[config.mk]
export PLATFORM = sky130hd
export DESIGN_NAME = cpu_top
export DESIGN_NICKNAME = d
export VERILOG_FILES = /design/src/source/tsc_pkg.sv /design/src/source/inst_decoder.sv /design/src/source/register_file.sv /design/src/source/alu.sv /design/src/source/cpu_sequencer.sv /design/src/source/cpu_top.sv
export SDC_FILE = /design/constraint.sdc
export NUM_CORES = 1
export LEC_CHECK = 0
export ABC_AREA = 1
export BUFFER_PORTS_ARGS = -buffer_cell sky130_fd_sc_hd__buf_2
export CAP_MARGIN = 20
export CORE_MARGIN = 8
export CORE_UTILIZATION = 40
export CTS_CLUSTER_DIAMETER = 50
export DETAILED_ROUTE_END_ITERATION = 10
export HOLD_SLACK_MARGIN = 0.1
export SYNTH_ARGS = -nofsm -noshare
export SYNTH_HDL_FRONTEND = slang
export SYNTH_HIERARCHICAL = 1
export SYNTH_SLANG_ARGS = --single-unit
export TNS_END_PERCENT = 10
[constraint.sdc]
create_clock -name clk -period 4.5 [get_ports clk]
set_input_delay 0.9 -clock clk [delete_from_list [all_inputs] [get_ports clk]]
set_output_delay 0.9 -clock clk [all_outputs]
set_load 0.1 [all_outputs]
[src/source/tsc_pkg.sv]
package tsc_pkg;

    typedef logic [15:0] word_t;     // Data or address word.
    typedef logic [1:0]  reg_idx_t;  // Register index.
    typedef logic [3:0]  opcode_t;
    typedef logic [5:0]  func_t;
    typedef logic [7:0]  imm_t;

    // Opcodes, instruction bits 15 to 12.
    localparam opcode_t op_bne   = 4'd0;
    localparam opcode_t op_beq   = 4'd1;
    localparam opcode_t op_bgz   = 4'd2;
    localparam opcode_t op_blz   = 4'd3;
    localparam opcode_t op_adi   = 4'd4;
    localparam opcode_t op_ori   = 4'd5;
    localparam opcode_t op_lhi   = 4'd6;
    localparam opcode_t op_lwd   = 4'd7;
    localparam opcode_t op_swd   = 4'd8;
    localparam opcode_t op_jmp   = 4'd9;
    localparam opcode_t op_jal   = 4'd10;
    localparam opcode_t op_rtype = 4'd15;

    // R-type function codes.
    localparam func_t func_add = 6'd0;
    localparam func_t func_sub = 6'd1;
    localparam func_t func_and = 6'd2;
    localparam func_t func_orr = 6'd3;
    localparam func_t func_not = 6'd4;
    localparam func_t func_tcp = 6'd5;
    localparam func_t func_shl = 6'd6;
    localparam func_t func_shr = 6'd7;
    localparam func_t func_jpr = 6'd25;
    localparam func_t func_jrl = 6'd26;
    localparam func_t func_wwd = 6'd28;
    localparam func_t func_hlt = 6'd29;

    localparam reg_idx_t link_reg = 2'd2;  // Written by JAL and JRL.

    typedef enum logic [3:0] {
        alu_add, alu_sub, alu_and, alu_or, alu_not, alu_tcp,
        alu_shl, alu_shr, alu_pass_b, alu_lhi, alu_bcmp
    } alu_op_e;

    typedef enum logic [2:0] {
        st_fetch, st_decode, st_execute, st_mem, st_writeback, st_halted
    } seq_state_e;

    // Field extraction.
    function automatic opcode_t get_opcode(word_t i);
        return i[15:12];
    endfunction

    function automatic func_t get_func(word_t i);
        return i[5:0];
    endfunction

    function automatic reg_idx_t get_rs(word_t i);
        return i[11:10];
    endfunction

    function automatic reg_idx_t get_rt(word_t i);
        return i[9:8];
    endfunction

    function automatic reg_idx_t get_rd(word_t i);
        return i[7:6];
    endfunction

    function automatic imm_t get_imm(word_t i);
        return i[7:0];
    endfunction

    function automatic logic [11:0] get_target(word_t i);
        return i[11:0];
    endfunction

endpackage

[src/source/inst_decoder.sv]
`timescale 1ns/10ps

module inst_decoder
    import tsc_pkg::*;
(
    input  logic    clk,
    input  logic    rst,
    input  logic    inst_load,
    input  word_t   inst,
    output logic    wwd,
    output logic    reg_write,
    output logic    mem_to_reg,
    output logic    mem_write,
    output logic    mem_read,
    output logic    is_branch,
    output logic    alu_src,
    output logic    is_alu,
    output logic    is_jump_r,
    output logic    is_jump_i,
    output logic    link,
    output alu_op_e alu_op,
    output logic    is_halted
);

    opcode_t    opcode;
    func_t      func;
    logic [9:0] ctrl_next;  // Same bit order as the outputs below.
    logic [9:0] ctrl_q;
    alu_op_e    alu_op_next;
    logic       link_next;
    logic       halt_next;

    assign opcode = get_opcode(inst);
    assign func   = get_func(inst);

    always_comb begin
        ctrl_next   = 10'b0000000000;
        alu_op_next = alu_add;
        link_next   = 1'b0;
        halt_next   = 1'b0;
        case (opcode)
            op_rtype: begin
                if (func[5:3] == 3'b000) begin
                    ctrl_next = 10'b0010000010;  // ALU op, register write.
                    case (func)
                        func_sub: alu_op_next = alu_sub;
                        func_and: alu_op_next = alu_and;
                        func_orr: alu_op_next = alu_or;
                        func_not: alu_op_next = alu_not;
                        func_tcp: alu_op_next = alu_tcp;
                        func_shl: alu_op_next = alu_shl;
                        func_shr: alu_op_next = alu_shr;
                        default:  alu_op_next = alu_add;
                    endcase
                end else if (func == func_wwd) begin
                    ctrl_next   = 10'b0000000001;
                    alu_op_next = alu_pass_b;
                end else if (func == func_jpr) begin
                    ctrl_next   = 10'b0100000000;
                    alu_op_next = alu_pass_b;
                end else if (func == func_jrl) begin
                    ctrl_next   = 10'b0100000010;
                    alu_op_next = alu_pass_b;
                    link_next   = 1'b1;
                end else if (func == func_hlt) begin
                    halt_next = 1'b1;
                end
            end
            op_adi:  ctrl_next = 10'b0001000010;
            op_ori: begin
                ctrl_next   = 10'b0001000010;
                alu_op_next = alu_or;
            end
            op_lhi: begin
                ctrl_next   = 10'b0001000010;
                alu_op_next = alu_lhi;
            end
            op_lwd:  ctrl_next = 10'b0001010110;  // Address is rs plus offset.
            op_swd:  ctrl_next = 10'b0001001000;
            op_bne, op_beq, op_bgz, op_blz: begin
                ctrl_next   = 10'b0000100000;
                alu_op_next = alu_bcmp;
            end
            op_jmp: begin
                ctrl_next   = 10'b1000000000;
                alu_op_next = alu_pass_b;
            end
            op_jal: begin
                ctrl_next   = 10'b1000000010;
                alu_op_next = alu_pass_b;
                link_next   = 1'b1;
            end
            default: ctrl_next = 10'b0000000000;  // Unknown opcode runs as a no-op.
        endcase
    end

    // Halt is sticky, later loads are ignored.
    always_ff @(posedge clk) begin
        if (rst) begin
            ctrl_q    <= 10'b0000000000;
            alu_op    <= alu_add;
            link      <= 1'b0;
            is_halted <= 1'b0;
        end else if (inst_load && !is_halted) begin
            ctrl_q    <= ctrl_next;
            alu_op    <= alu_op_next;
            link      <= link_next;
            is_halted <= halt_next;
        end
    end

    assign wwd        = ctrl_q[0];
    assign reg_write  = ctrl_q[1];
    assign mem_to_reg = ctrl_q[2];
    assign mem_write  = ctrl_q[3];
    assign mem_read   = ctrl_q[4];
    assign is_branch  = ctrl_q[5];
    assign alu_src    = ctrl_q[6];
    assign is_alu     = ctrl_q[7];
    assign is_jump_r  = ctrl_q[8];
    assign is_jump_i  = ctrl_q[9];

endmodule

[src/source/register_file.sv]
`timescale 1ns/10ps

module register_file
    import tsc_pkg::*;
(
    input  logic     clk,
    input  logic     rst,
    input  reg_idx_t rd_addr_a,
    input  reg_idx_t rd_addr_b,
    input  logic     wr_en,
    input  reg_idx_t wr_addr,
    input  word_t    wr_data,
    output word_t    rd_data_a,
    output word_t    rd_data_b
);

    word_t regs [4];

    always_ff @(posedge clk) begin
        if (rst) begin
            for (int i = 0; i < 4; i++) begin
                regs[i] <= '0;
            end
        end else if (wr_en) begin
            regs[wr_addr] <= wr_data;
        end
    end

    // Combinational reads, no bypass of a same-cycle write.
    assign rd_data_a = regs[rd_addr_a];
    assign rd_data_b = regs[rd_addr_b];

endmodule

[src/source/alu.sv]
`timescale 1ns/10ps

module alu
    import tsc_pkg::*;
(
    input  alu_op_e alu_op,
    input  word_t   a,
    input  word_t   b,
    input  opcode_t cond,
    output word_t   result,
    output logic    taken
);

    logic cond_met;

    always_comb begin
        case (alu_op)
            alu_add:    result = a + b;
            alu_sub:    result = a - b;
            alu_and:    result = a & b;
            alu_or:     result = a | b;
            alu_not:    result = ~a;
            alu_tcp:    result = ~a + 16'd1;
            alu_shl:    result = {a[14:0], 1'b0};
            alu_shr:    result = {a[15], a[15:1]};  // Arithmetic.
            alu_pass_b: result = b;
            alu_lhi:    result = {b[7:0], 8'h00};
            alu_bcmp:   result = a - b;
            default:    result = a + b;
        endcase
    end

    // Branch condition from the opcode.
    always_comb begin
        case (cond)
            op_bne:  cond_met = (a != b);
            op_beq:  cond_met = (a == b);
            op_bgz:  cond_met = !a[15] && (a != 16'd0);
            op_blz:  cond_met = a[15];
            default: cond_met = 1'b0;
        endcase
    end

    assign taken = (alu_op == alu_bcmp) && cond_met;

endmodule

[src/source/cpu_sequencer.sv]
`timescale 1ns/10ps

module cpu_sequencer
    import tsc_pkg::*;
(
    input  logic     clk,
    input  logic     rst,
    input  logic     wwd,
    input  logic     reg_write,
    input  logic     mem_to_reg,
    input  logic     mem_write,
    input  logic     mem_read,
    input  logic     is_branch,
    input  logic     alu_src,
    input  logic     is_alu,
    input  logic     is_jump_r,
    input  logic     is_jump_i,
    input  logic     link,
    input  alu_op_e  alu_op,
    input  logic     is_halted,
    input  word_t    rd_data_a,
    input  word_t    rd_data_b,
    input  word_t    result,
    input  logic     taken,
    input  word_t    wb_dat_r,
    input  logic     wb_ack,
    output logic     inst_load,
    output word_t    inst,
    output reg_idx_t rd_addr_a,
    output reg_idx_t rd_addr_b,
    output logic     wr_en,
    output reg_idx_t wr_addr,
    output word_t    wr_data,
    output word_t    alu_a,
    output word_t    alu_b,
    output logic     wb_cyc,
    output logic     wb_stb,
    output logic     wb_we,
    output word_t    wb_adr,
    output word_t    wb_dat_w,
    output word_t    out_data,
    output logic     out_valid
);

    seq_state_e state;
    word_t      pc;
    word_t      ir;       // Instruction register.
    word_t      res_q;    // ALU result or link value.
    word_t      mem_q;    // Load data.
    word_t      pc_inc;
    word_t      next_pc;
    word_t      imm_ext;
    imm_t       imm;

    assign imm     = get_imm(ir);
    assign pc_inc  = pc + 16'd1;

    // ORI zero-extends, all other immediates are signed.
    assign imm_ext = (alu_op == alu_or) ? {8'h00, imm} : {{8{imm[7]}}, imm};

    assign inst_load = (state == st_fetch) && wb_cyc && wb_ack;
    assign inst      = inst_load ? wb_dat_r : ir;

    assign rd_addr_a = get_rs(ir);
    assign rd_addr_b = get_rt(ir);
    assign alu_a     = rd_data_a;
    assign alu_b     = alu_src ? imm_ext : rd_data_b;

    assign wr_en   = (state == st_writeback) && reg_write;
    assign wr_addr = link ? link_reg : (is_alu ? get_rd(ir) : get_rt(ir));
    assign wr_data = mem_to_reg ? mem_q : res_q;

    always_comb begin
        next_pc = pc_inc;
        if (is_branch && taken) begin
            next_pc = pc_inc + {{8{imm[7]}}, imm};
        end else if (is_jump_i) begin
            next_pc = {pc[15:12], get_target(ir)};
        end else if (is_jump_r) begin
            next_pc = rd_data_a;
        end
    end

    always_ff @(posedge clk) begin
        if (rst) begin
            state     <= st_fetch;
            pc        <= '0;
            wb_cyc    <= 1'b0;
            wb_stb    <= 1'b0;
            wb_we     <= 1'b0;
            out_valid <= 1'b0;
        end else begin
            out_valid <= 1'b0;  // One-cycle strobe.
            case (state)
                st_fetch: begin
                    if (!wb_cyc) begin
                        wb_cyc <= 1'b1;
                        wb_stb <= 1'b1;
                        wb_we  <= 1'b0;
                        wb_adr <= pc;
                    end else if (wb_ack) begin
                        wb_cyc <= 1'b0;
                        wb_stb <= 1'b0;
                        ir     <= wb_dat_r;
                        state  <= st_decode;
                    end
                end
                st_decode: state <= is_halted ? st_halted : st_execute;
                st_execute: begin
                    pc    <= next_pc;
                    res_q <= link ? pc_inc : result;
                    if (wwd) begin
                        out_data  <= rd_data_a;
                        out_valid <= 1'b1;
                    end
                    if (mem_read || mem_write) begin
                        state <= st_mem;
                    end else if (reg_write) begin
                        state <= st_writeback;
                    end else begin
                        state <= st_fetch;
                    end
                end
                st_mem: begin
                    if (!wb_cyc) begin
                        wb_cyc   <= 1'b1;
                        wb_stb   <= 1'b1;
                        wb_we    <= mem_write;
                        wb_adr   <= result;    // rs plus offset.
                        wb_dat_w <= rd_data_b;
                    end else if (wb_ack) begin
                        wb_cyc <= 1'b0;
                        wb_stb <= 1'b0;
                        wb_we  <= 1'b0;
                        mem_q  <= wb_dat_r;
                        state  <= mem_read ? st_writeback : st_fetch;
                    end
                end
                st_writeback: state <= st_fetch;
                default: state <= st_halted;  // Halted, no more bus cycles.
            endcase
        end
    end

endmodule

[src/source/cpu_top.sv]
`timescale 1ns/10ps

module cpu_top
    import tsc_pkg::*;
(
    input  logic  clk,
    input  logic  rst,
    input  word_t wb_dat_r,
    input  logic  wb_ack,
    output logic  wb_cyc,
    output logic  wb_stb,
    output logic  wb_we,
    output word_t wb_adr,
    output word_t wb_dat_w,
    output word_t out_data,
    output logic  out_valid,
    output logic  is_halted
);

    // Decoder control signals.
    logic     wwd;
    logic     reg_write;
    logic     mem_to_reg;
    logic     mem_write;
    logic     mem_read;
    logic     is_branch;
    logic     alu_src;
    logic     is_alu;
    logic     is_jump_r;
    logic     is_jump_i;
    logic     link;
    alu_op_e  alu_op;

    logic     inst_load;
    word_t    inst;
    reg_idx_t rd_addr_a;
    reg_idx_t rd_addr_b;
    word_t    rd_data_a;
    word_t    rd_data_b;
    logic     wr_en;
    reg_idx_t wr_addr;
    word_t    wr_data;
    word_t    alu_a;
    word_t    alu_b;
    word_t    result;
    logic     taken;

    cpu_sequencer u_sequencer (
        .clk(clk), .rst(rst),
        .wwd(wwd), .reg_write(reg_write), .mem_to_reg(mem_to_reg),
        .mem_write(mem_write), .mem_read(mem_read), .is_branch(is_branch),
        .alu_src(alu_src), .is_alu(is_alu), .is_jump_r(is_jump_r),
        .is_jump_i(is_jump_i), .link(link), .alu_op(alu_op), .is_halted(is_halted),
        .rd_data_a(rd_data_a), .rd_data_b(rd_data_b), .result(result), .taken(taken),
        .wb_dat_r(wb_dat_r), .wb_ack(wb_ack),
        .inst_load(inst_load), .inst(inst),
        .rd_addr_a(rd_addr_a), .rd_addr_b(rd_addr_b),
        .wr_en(wr_en), .wr_addr(wr_addr), .wr_data(wr_data),
        .alu_a(alu_a), .alu_b(alu_b),
        .wb_cyc(wb_cyc), .wb_stb(wb_stb), .wb_we(wb_we),
        .wb_adr(wb_adr), .wb_dat_w(wb_dat_w),
        .out_data(out_data), .out_valid(out_valid)
    );

    inst_decoder u_decoder (
        .clk(clk), .rst(rst), .inst_load(inst_load), .inst(inst),
        .wwd(wwd), .reg_write(reg_write), .mem_to_reg(mem_to_reg),
        .mem_write(mem_write), .mem_read(mem_read), .is_branch(is_branch),
        .alu_src(alu_src), .is_alu(is_alu), .is_jump_r(is_jump_r),
        .is_jump_i(is_jump_i), .link(link), .alu_op(alu_op), .is_halted(is_halted)
    );

    register_file u_regs (
        .clk(clk), .rst(rst),
        .rd_addr_a(rd_addr_a), .rd_addr_b(rd_addr_b),
        .wr_en(wr_en), .wr_addr(wr_addr), .wr_data(wr_data),
        .rd_data_a(rd_data_a), .rd_data_b(rd_data_b)
    );

    // Branch condition comes from the held instruction's opcode.
    alu u_alu (
        .alu_op(alu_op), .a(alu_a), .b(alu_b), .cond(get_opcode(inst)),
        .result(result), .taken(taken)
    );

endmodule

==> results of run 1 <==
==> worst min-delay path: cells and delay by family (launching register included) <==
family | cells | cell delay [ns]
simple gates | 1 | 0.06
compound gates | 1 | 0.06
flops | 1 | 0.31
==> power by group through the flow <==
stage / clock (mW) / sequential [mW] / combinational (mW)
after floorplan: 0 / 2.31 / 1.04
after global placement: 0 / 2.18 / 1.76
after detailed placement: 0 / 2.18 / 1.76
after CTS: 1.47 / 2.14 / 1.77
after global routing: 1.53 / 2.14 / 1.96
final: 1.44 / 2.13 / 1.81
==> area by class of cell <==
cell class	instances	area (µm²)
Multi-Input combinational cell	1445	7290
Timing Repair Buffer	132	866
Inverter	313	1180
Tap cell	468	586
Sequential cell	198	5570
Clock inverter	12	97.6
Fill cell	3747	20200
Clock buffer	20	437
==> stage by stage <==
stage / setup WS [ns] / hold slack (ns) / std cells / area (µm²)
after CTS: 0.253 / 0.476 / 2587 / 16000
final: 0.380 / 0.473 / 2588 / 16000
after detailed placement: 0.247 / 0.463 / 2555 / 15500
after global placement: 0.369 / 0.462 / 2554 / 15400
after floorplan: 0.754 / 0.444 / 2045 / 14500
after global routing: 0.0147 / 0.497 / 2588 / 16000
==> worst paths after layout <==
kind                       startpoint                   to  slack, ns  cells after the start
setup / recovery   u_sequencer/ir[11]   u_sequencer/pc[13]       0.38                     21
hold / removal    u_decoder/ctrl_q[0]  u_decoder/ctrl_q[0]       0.47                      2
setup reg to reg   u_sequencer/ir[11]   u_sequencer/pc[13]       0.38                     21
hold reg to reg   u_decoder/ctrl_q[0]  u_decoder/ctrl_q[0]       0.47                      2
==> metal layers <==
| layer | GRT usage (%) | vias up |
|---|---|---|
| met5 | 0 | - |
| met4 | 10.7 | 0 |
| met3 | 3.39 | 102 |
| met2 | 41.3 | 626 |
| met1 | 32.7 | 6566 |
| li1 | - | 6736 |
==> placed cells by master, fill, tap and decap left out, types with 3 or more instances in the layout <==
master and n:
a211oi_1 3, a21oi_1 94, a31oi_1 8, and2_1 4, buf_2 71, buf_4 57, clkbuf_1 3, clkbuf_16 17
clkinv_1 4, clkinvlp_4 3, dfxtp_1 38, edfxtp_1 160, fa_1 3, ha_1 68, inv_1 301, inv_2 9
mux2_2 17, nand2_1 584, nand2_2 14, nand3_1 179, nand3_2 4, nand3b_1 8, nand4_1 26, nor2_1 200
nor2_2 12, nor2_4 6, nor3_1 30, o211ai_1 13, o21ai_0 105, o21ai_1 3, o21bai_1 5, o22ai_1 24
xor2_1 9
==> metrics.log, run 1 <==
[metrics] share of final-layout standard cells stronger than drive strength 1: 10.9%
[metrics] core utilization of the finished layout: 44.3%
[metrics] Post-DP HPWL: 41.6 mm
[metrics] post-synthesis average cell area: 7.11 µm²
[metrics] Final min period: 4.12 ns
[metrics] Crit path largest cell delay: 0.48 ns
[metrics] area enclosed by the die boundary: 42,700 µm²
[metrics] clock network fraction of design power: 26.7%
[metrics] vias in the first global route: 13,700
[metrics] synthesized netlist net count: 2,135
[metrics] slowest library cell on the worst path: inv_1
[metrics] Hold Path Class: reg2reg
[metrics] switching portion of total power: 38.9%
[metrics] buffer cell driving the clock tree root: clkbuf_16
[metrics] via density per instance: 5.42
[metrics] number of maximum-capacitance constraint violations: 0
[metrics] wire length of the first global-routing pass: 80.5 mm
[metrics] required time reported for the critical path endpoint: 4.83 ns
[metrics] number of failing hold endpoints at the final stage: 0
[metrics] met3 wire length: 3.63 mm
[metrics] post-synthesis to final-layout area growth: 10.2%
[metrics] register containing the most flip-flops in the final layout: u_regs/regs
[metrics] part of the power in combinational logic: 33.7%
[metrics] Detailed Route Iter0 Violations: 1,469
[metrics] number of flip-flops in the largest register: 64
[metrics] dominant delay contributor by cell family on the critical path: simple AND/OR/NAND/NOR gates
[metrics] setup repair after global routing missed its margin: no
[metrics] largest vdd supply drop: 0.268 mV
[metrics] total number of vias: 14,000
[metrics] Max H-tree Level: 4
[metrics] aggregate global-route resource usage: 25.1%
[metrics] wire length on met1: 23.1 mm
[metrics] Skew-Pair Late Insertion Delay: 0.45 ns
[metrics] antenna violations before repair: 0
[metrics] WL final: 53.2 mm
[metrics] cell type with the highest occurrence count on the critical path: inv_1
[metrics] final setup violating endpoints: 0
[metrics] area of the core: 36,200 µm²
[metrics] result of the run: finished, final reports clean
[metrics] synthesized cell area: 14,500 µm²
[metrics] Overflow after GRT: 0
[metrics] slew at the pin closest to its max-slew limit: 1.01 ns
[metrics] post-route DRC violation count: 0
[metrics] clk sinks: 198
[metrics] Buf/Inv on CP: 6
[metrics] maximum fanout encountered on the critical timing path: 13
[metrics] detailed route wirelength on metal2: 24.3 mm
[metrics] die height: 207 µm
[metrics] number of CTS-inserted buffers: 17
[metrics] die outline width: 207 µm
[metrics] initial core utilization: 40.2%
[metrics] share of power burned in registers: 39.6%
[metrics] top-level I/O count: 72
[metrics] weighted congestion at the end of routability-driven global placement: 0.982
[metrics] clk slew on worst S/H paths: 0.07 ns
[metrics] CTS-repair resized insts: 0
[metrics] net switching component of the power: 2.10 mW
[metrics] total inserted antenna cells: 0
[metrics] highest metal used: met4
[metrics] static leakage: 7.59 nW
[metrics] cell internal pwr: 3.29 mW
[metrics] clock skew after layout: 0.0135 ns
[metrics] Clock Path Buffers: 2
[metrics] synthesized instance count: 2,045
[metrics] average wire per standard cell: 20.5 µm
[metrics] # port buffers: 71
[metrics] Std-Cell Rows: 70
[metrics] number of warning messages in the yosys log: 6
[metrics] pin count of the biggest net entering global routing: 35
[metrics] CP cell instances: inv_1 > buf_4 > nand3_1 > nand2_1 > inv_1 > ha_1 > nor2_4 > inv_1 > nor2_1 > and2_4 > nand2_1 > a21oi_1 > nand2_1 > a21oi_1 > nand2_2 > nand2_1 > inv_1 > nor2_2 > inv_1 > a21oi_1 > a21oi_1
[metrics] Antenna Violating Nets Remaining: 0
[metrics] Post-CTS Hold Buffers: 0
[metrics] upper clock frequency limit: 243 MHz
[metrics] crit path launch type: flip-flop
[metrics] count of TritonRoute iterations in the first routing pass: 8
[metrics] power density over the cells: 336 nW/µm²
[metrics] number of nets in the finished design: 2,197
[metrics] Pins Over Slew Limit: 0
[metrics] critical path data arrival time: 4.45 ns
[metrics] Final Cycle Share: 91.6%
[metrics] path type of the worst setup path: reg2reg
[metrics] number of post-CTS setup repair buffers: 0
[metrics] relative slew slack: 32.4%
[metrics] accumulated negative setup slack: 0 ns
[metrics] TritonCTS clock tree: yes
[metrics] total chip power: 5.39 mW
[metrics] Crit. End Element: flip-flop
Power figures use the tool's default switching activity.
==> run 2: changes to the inputs <==
- CELL_PAD_IN_SITES_DETAIL_PLACEMENT: unset -> 1
- CELL_PAD_IN_SITES_GLOBAL_PLACEMENT: unset -> 2
- CORE_MARGIN: 8 -> 3
- CORE_UTILIZATION: 40 -> 36
- PLACE_DENSITY_LB_ADDON: unset -> 0.1
==> run 2 against run 1 <==
Against the previous run:
- clock-buffer cell count fell by 2
- design area is 0.53% higher
- largest cell class unchanged
- clock power rose by 5%
- largest power group unchanged
- critical endpoint is now u_sequencer/pc[4]
- utilization shrank 3.3 points
==> metrics.log, run 2 (synthesized netlist as in run 1, its figures left out) <==
[metrics] result of the run: finished, final reports clean
[metrics] WL final: 59.8 mm
[metrics] pin count of the biggest net entering global routing: 34
[metrics] number of maximum-capacitance constraint violations: 0
[metrics] Buf/Inv on CP: 6
[metrics] total chip power: 5.51 mW
[metrics] Detailed Route Iter0 Violations: 928
[metrics] total inserted antenna cells: 0
[metrics] Max H-tree Level: 4
[metrics] Crit. End Element: flip-flop
[metrics] slew at the pin closest to its max-slew limit: 1.07 ns
[metrics] aggregate global-route resource usage: 28.4%
[metrics] vias in the first global route: 14,600
[metrics] number of flip-flops in the largest register: 64
[metrics] final setup violating endpoints: 0
[metrics] Skew-Pair Late Insertion Delay: 0.47 ns
[metrics] initial core utilization: 37.0%
[metrics] top-level I/O count: 72
[metrics] die outline width: 207 µm
[metrics] maximum fanout encountered on the critical timing path: 32
[metrics] crit path launch type: flip-flop
[metrics] post-synthesis to final-layout area growth: 10.8%
[metrics] count of TritonRoute iterations in the first routing pass: 5
[metrics] cell type with the highest occurrence count on the critical path: inv_1
[metrics] register containing the most flip-flops in the final layout: u_regs/regs
[metrics] relative slew slack: 28.3%
[metrics] Overflow after GRT: 0
[metrics] leading cell types in the layout, fill and taps excluded: 582 x nand2_1, 302 x inv_1, 201 x nor2_1
[metrics] post-route DRC violation count: 0
[metrics] Pins Over Slew Limit: 0
[metrics] Hold Path Class: reg2reg
[metrics] upper clock frequency limit: 241 MHz
[metrics] critical path data arrival time: 4.57 ns
[metrics] total number of vias: 14,200
[metrics] Crit path largest cell delay: 0.40 ns
[metrics] antenna violations before repair: 0
[metrics] area enclosed by the die boundary: 42,800 µm²
[metrics] TritonCTS clock tree: yes
[metrics] Post-CTS Hold Buffers: 0
[metrics] accumulated negative setup slack: 0 ns
[metrics] area of the core: 39,300 µm²
[metrics] placement-stage worst setup slack: 0.0539 ns
[metrics] wire length of the first global-routing pass: 90.0 mm
[metrics] buffer cell driving the clock tree root: clkbuf_16
[metrics] Std-Cell Rows: 72
[metrics] largest vdd supply drop: 0.306 mV
[metrics] clock skew after layout: 0.0129 ns
[metrics] CTS-repair resized insts: 0
[metrics] most common cell after layout, fill and taps aside: nand2_1
[metrics] required time reported for the critical path endpoint: 4.92 ns
[metrics] setup repair after global routing missed its margin: no
[metrics] Non-Filler Instances: 2,644
[metrics] instance area at placement: 15,500 µm²
[metrics] average wire per standard cell: 22.6 µm
[metrics] Final Cycle Share: 92.4%
[metrics] Post-DP HPWL: 47.0 mm
[metrics] number of CTS-inserted buffers: 17
[metrics] number of post-CTS setup repair buffers: 0
[metrics] minimum setup slack in the final design: 0.343 ns
[metrics] number of nets in the finished design: 2,203
[metrics] reg2reg setup slack: 0.34 ns
[metrics] clk sinks: 198
[metrics] clk slew on worst S/H paths: 0.08 ns
[metrics] number of failing hold endpoints at the final stage: 0
[metrics] slowest library cell on the worst path: edfxtp_1
[metrics] die height: 207 µm
[metrics] number of placed cells counting well taps: 2,612
[metrics] Antenna Violating Nets Remaining: 0
[metrics] static leakage: 7.62 nW
[metrics] share of final-layout standard cells stronger than drive strength 1: 11.4%
[metrics] Final min period: 4.16 ns
[metrics] # port buffers: 71
[metrics] dominant delay contributor by cell family on the critical path: simple AND/OR/NAND/NOR gates
[metrics] CP cell instances: inv_1 > buf_4 > nand2_1 > nand3_1 > nand2_1 > inv_1 > ha_1 > nand3_1 > nor2_1 > nand3_1 > nand2_1 > o21ai_0 > inv_1 > a21oi_1 > nand2_2 > nand2_2 > inv_1 > o211ai_1 > o2111ai_1 > nand2_1 > inv_1
[metrics] Design Area, Final: 16,100 µm²
[metrics] weighted congestion at the end of routability-driven global placement: 0.969
[metrics] via density per instance: 5.37
[metrics] power density over the cells: 342 nW/µm²
[metrics] Clock Path Buffers: 2
[metrics] path type of the worst setup path: reg2reg
## run 2: report_power, final
group | total, mW | internal [mW] | switching (mW)
Clock | 1.51 | 0.737 | 0.775
Combinational | 1.86 | 0.490 | 1.37
Sequential | 2.13 | 2.08 | 0.0551
## run 2: tightest hold or removal path: stages (launching register included)
cell     delay, ns
dfxtp_1       0.31
nand2_1       0.05
o21ai_0       0.07
## run 2: path summary, 6_finish.rpt
kind / startpoint / end / cells after the start
max: u_sequencer/ir[10] / u_sequencer/pc[4] / 21
min: u_sequencer/wb_stb / u_sequencer/wb_stb / 2
max reg2reg: u_sequencer/ir[10] / u_sequencer/pc[4] / 21
min reg2reg: u_sequencer/wb_stb / u_sequencer/wb_stb / 2
## run 2: through the flow
stage	utilization (%)	hold WS [ns]
final	41.0	0.480
after global routing	41.0	0.506
after CTS	41.0	0.486
after detailed placement	39.5	0.463
after global placement	39.5	0.460
after floorplan	-	0.444
## run 2: final cells by class
cell class / count / area (µm²)
sequential: 198 / 5570
timing repair buffer: 138 / 858
clock buffer: 18 / 429
inverter: 313 / 1170
fill: 5034 / 23200
tap: 518 / 648
multi-input combinational: 1445 / 7300
clock inverter: 14 / 134
## run 2: routing by layer
layer	routed length, µm	GRT usage, %
met4	1790	8.84
met2	28800	49.0
met3	2190	2.60
met5	0	0
met1	27000	37.8
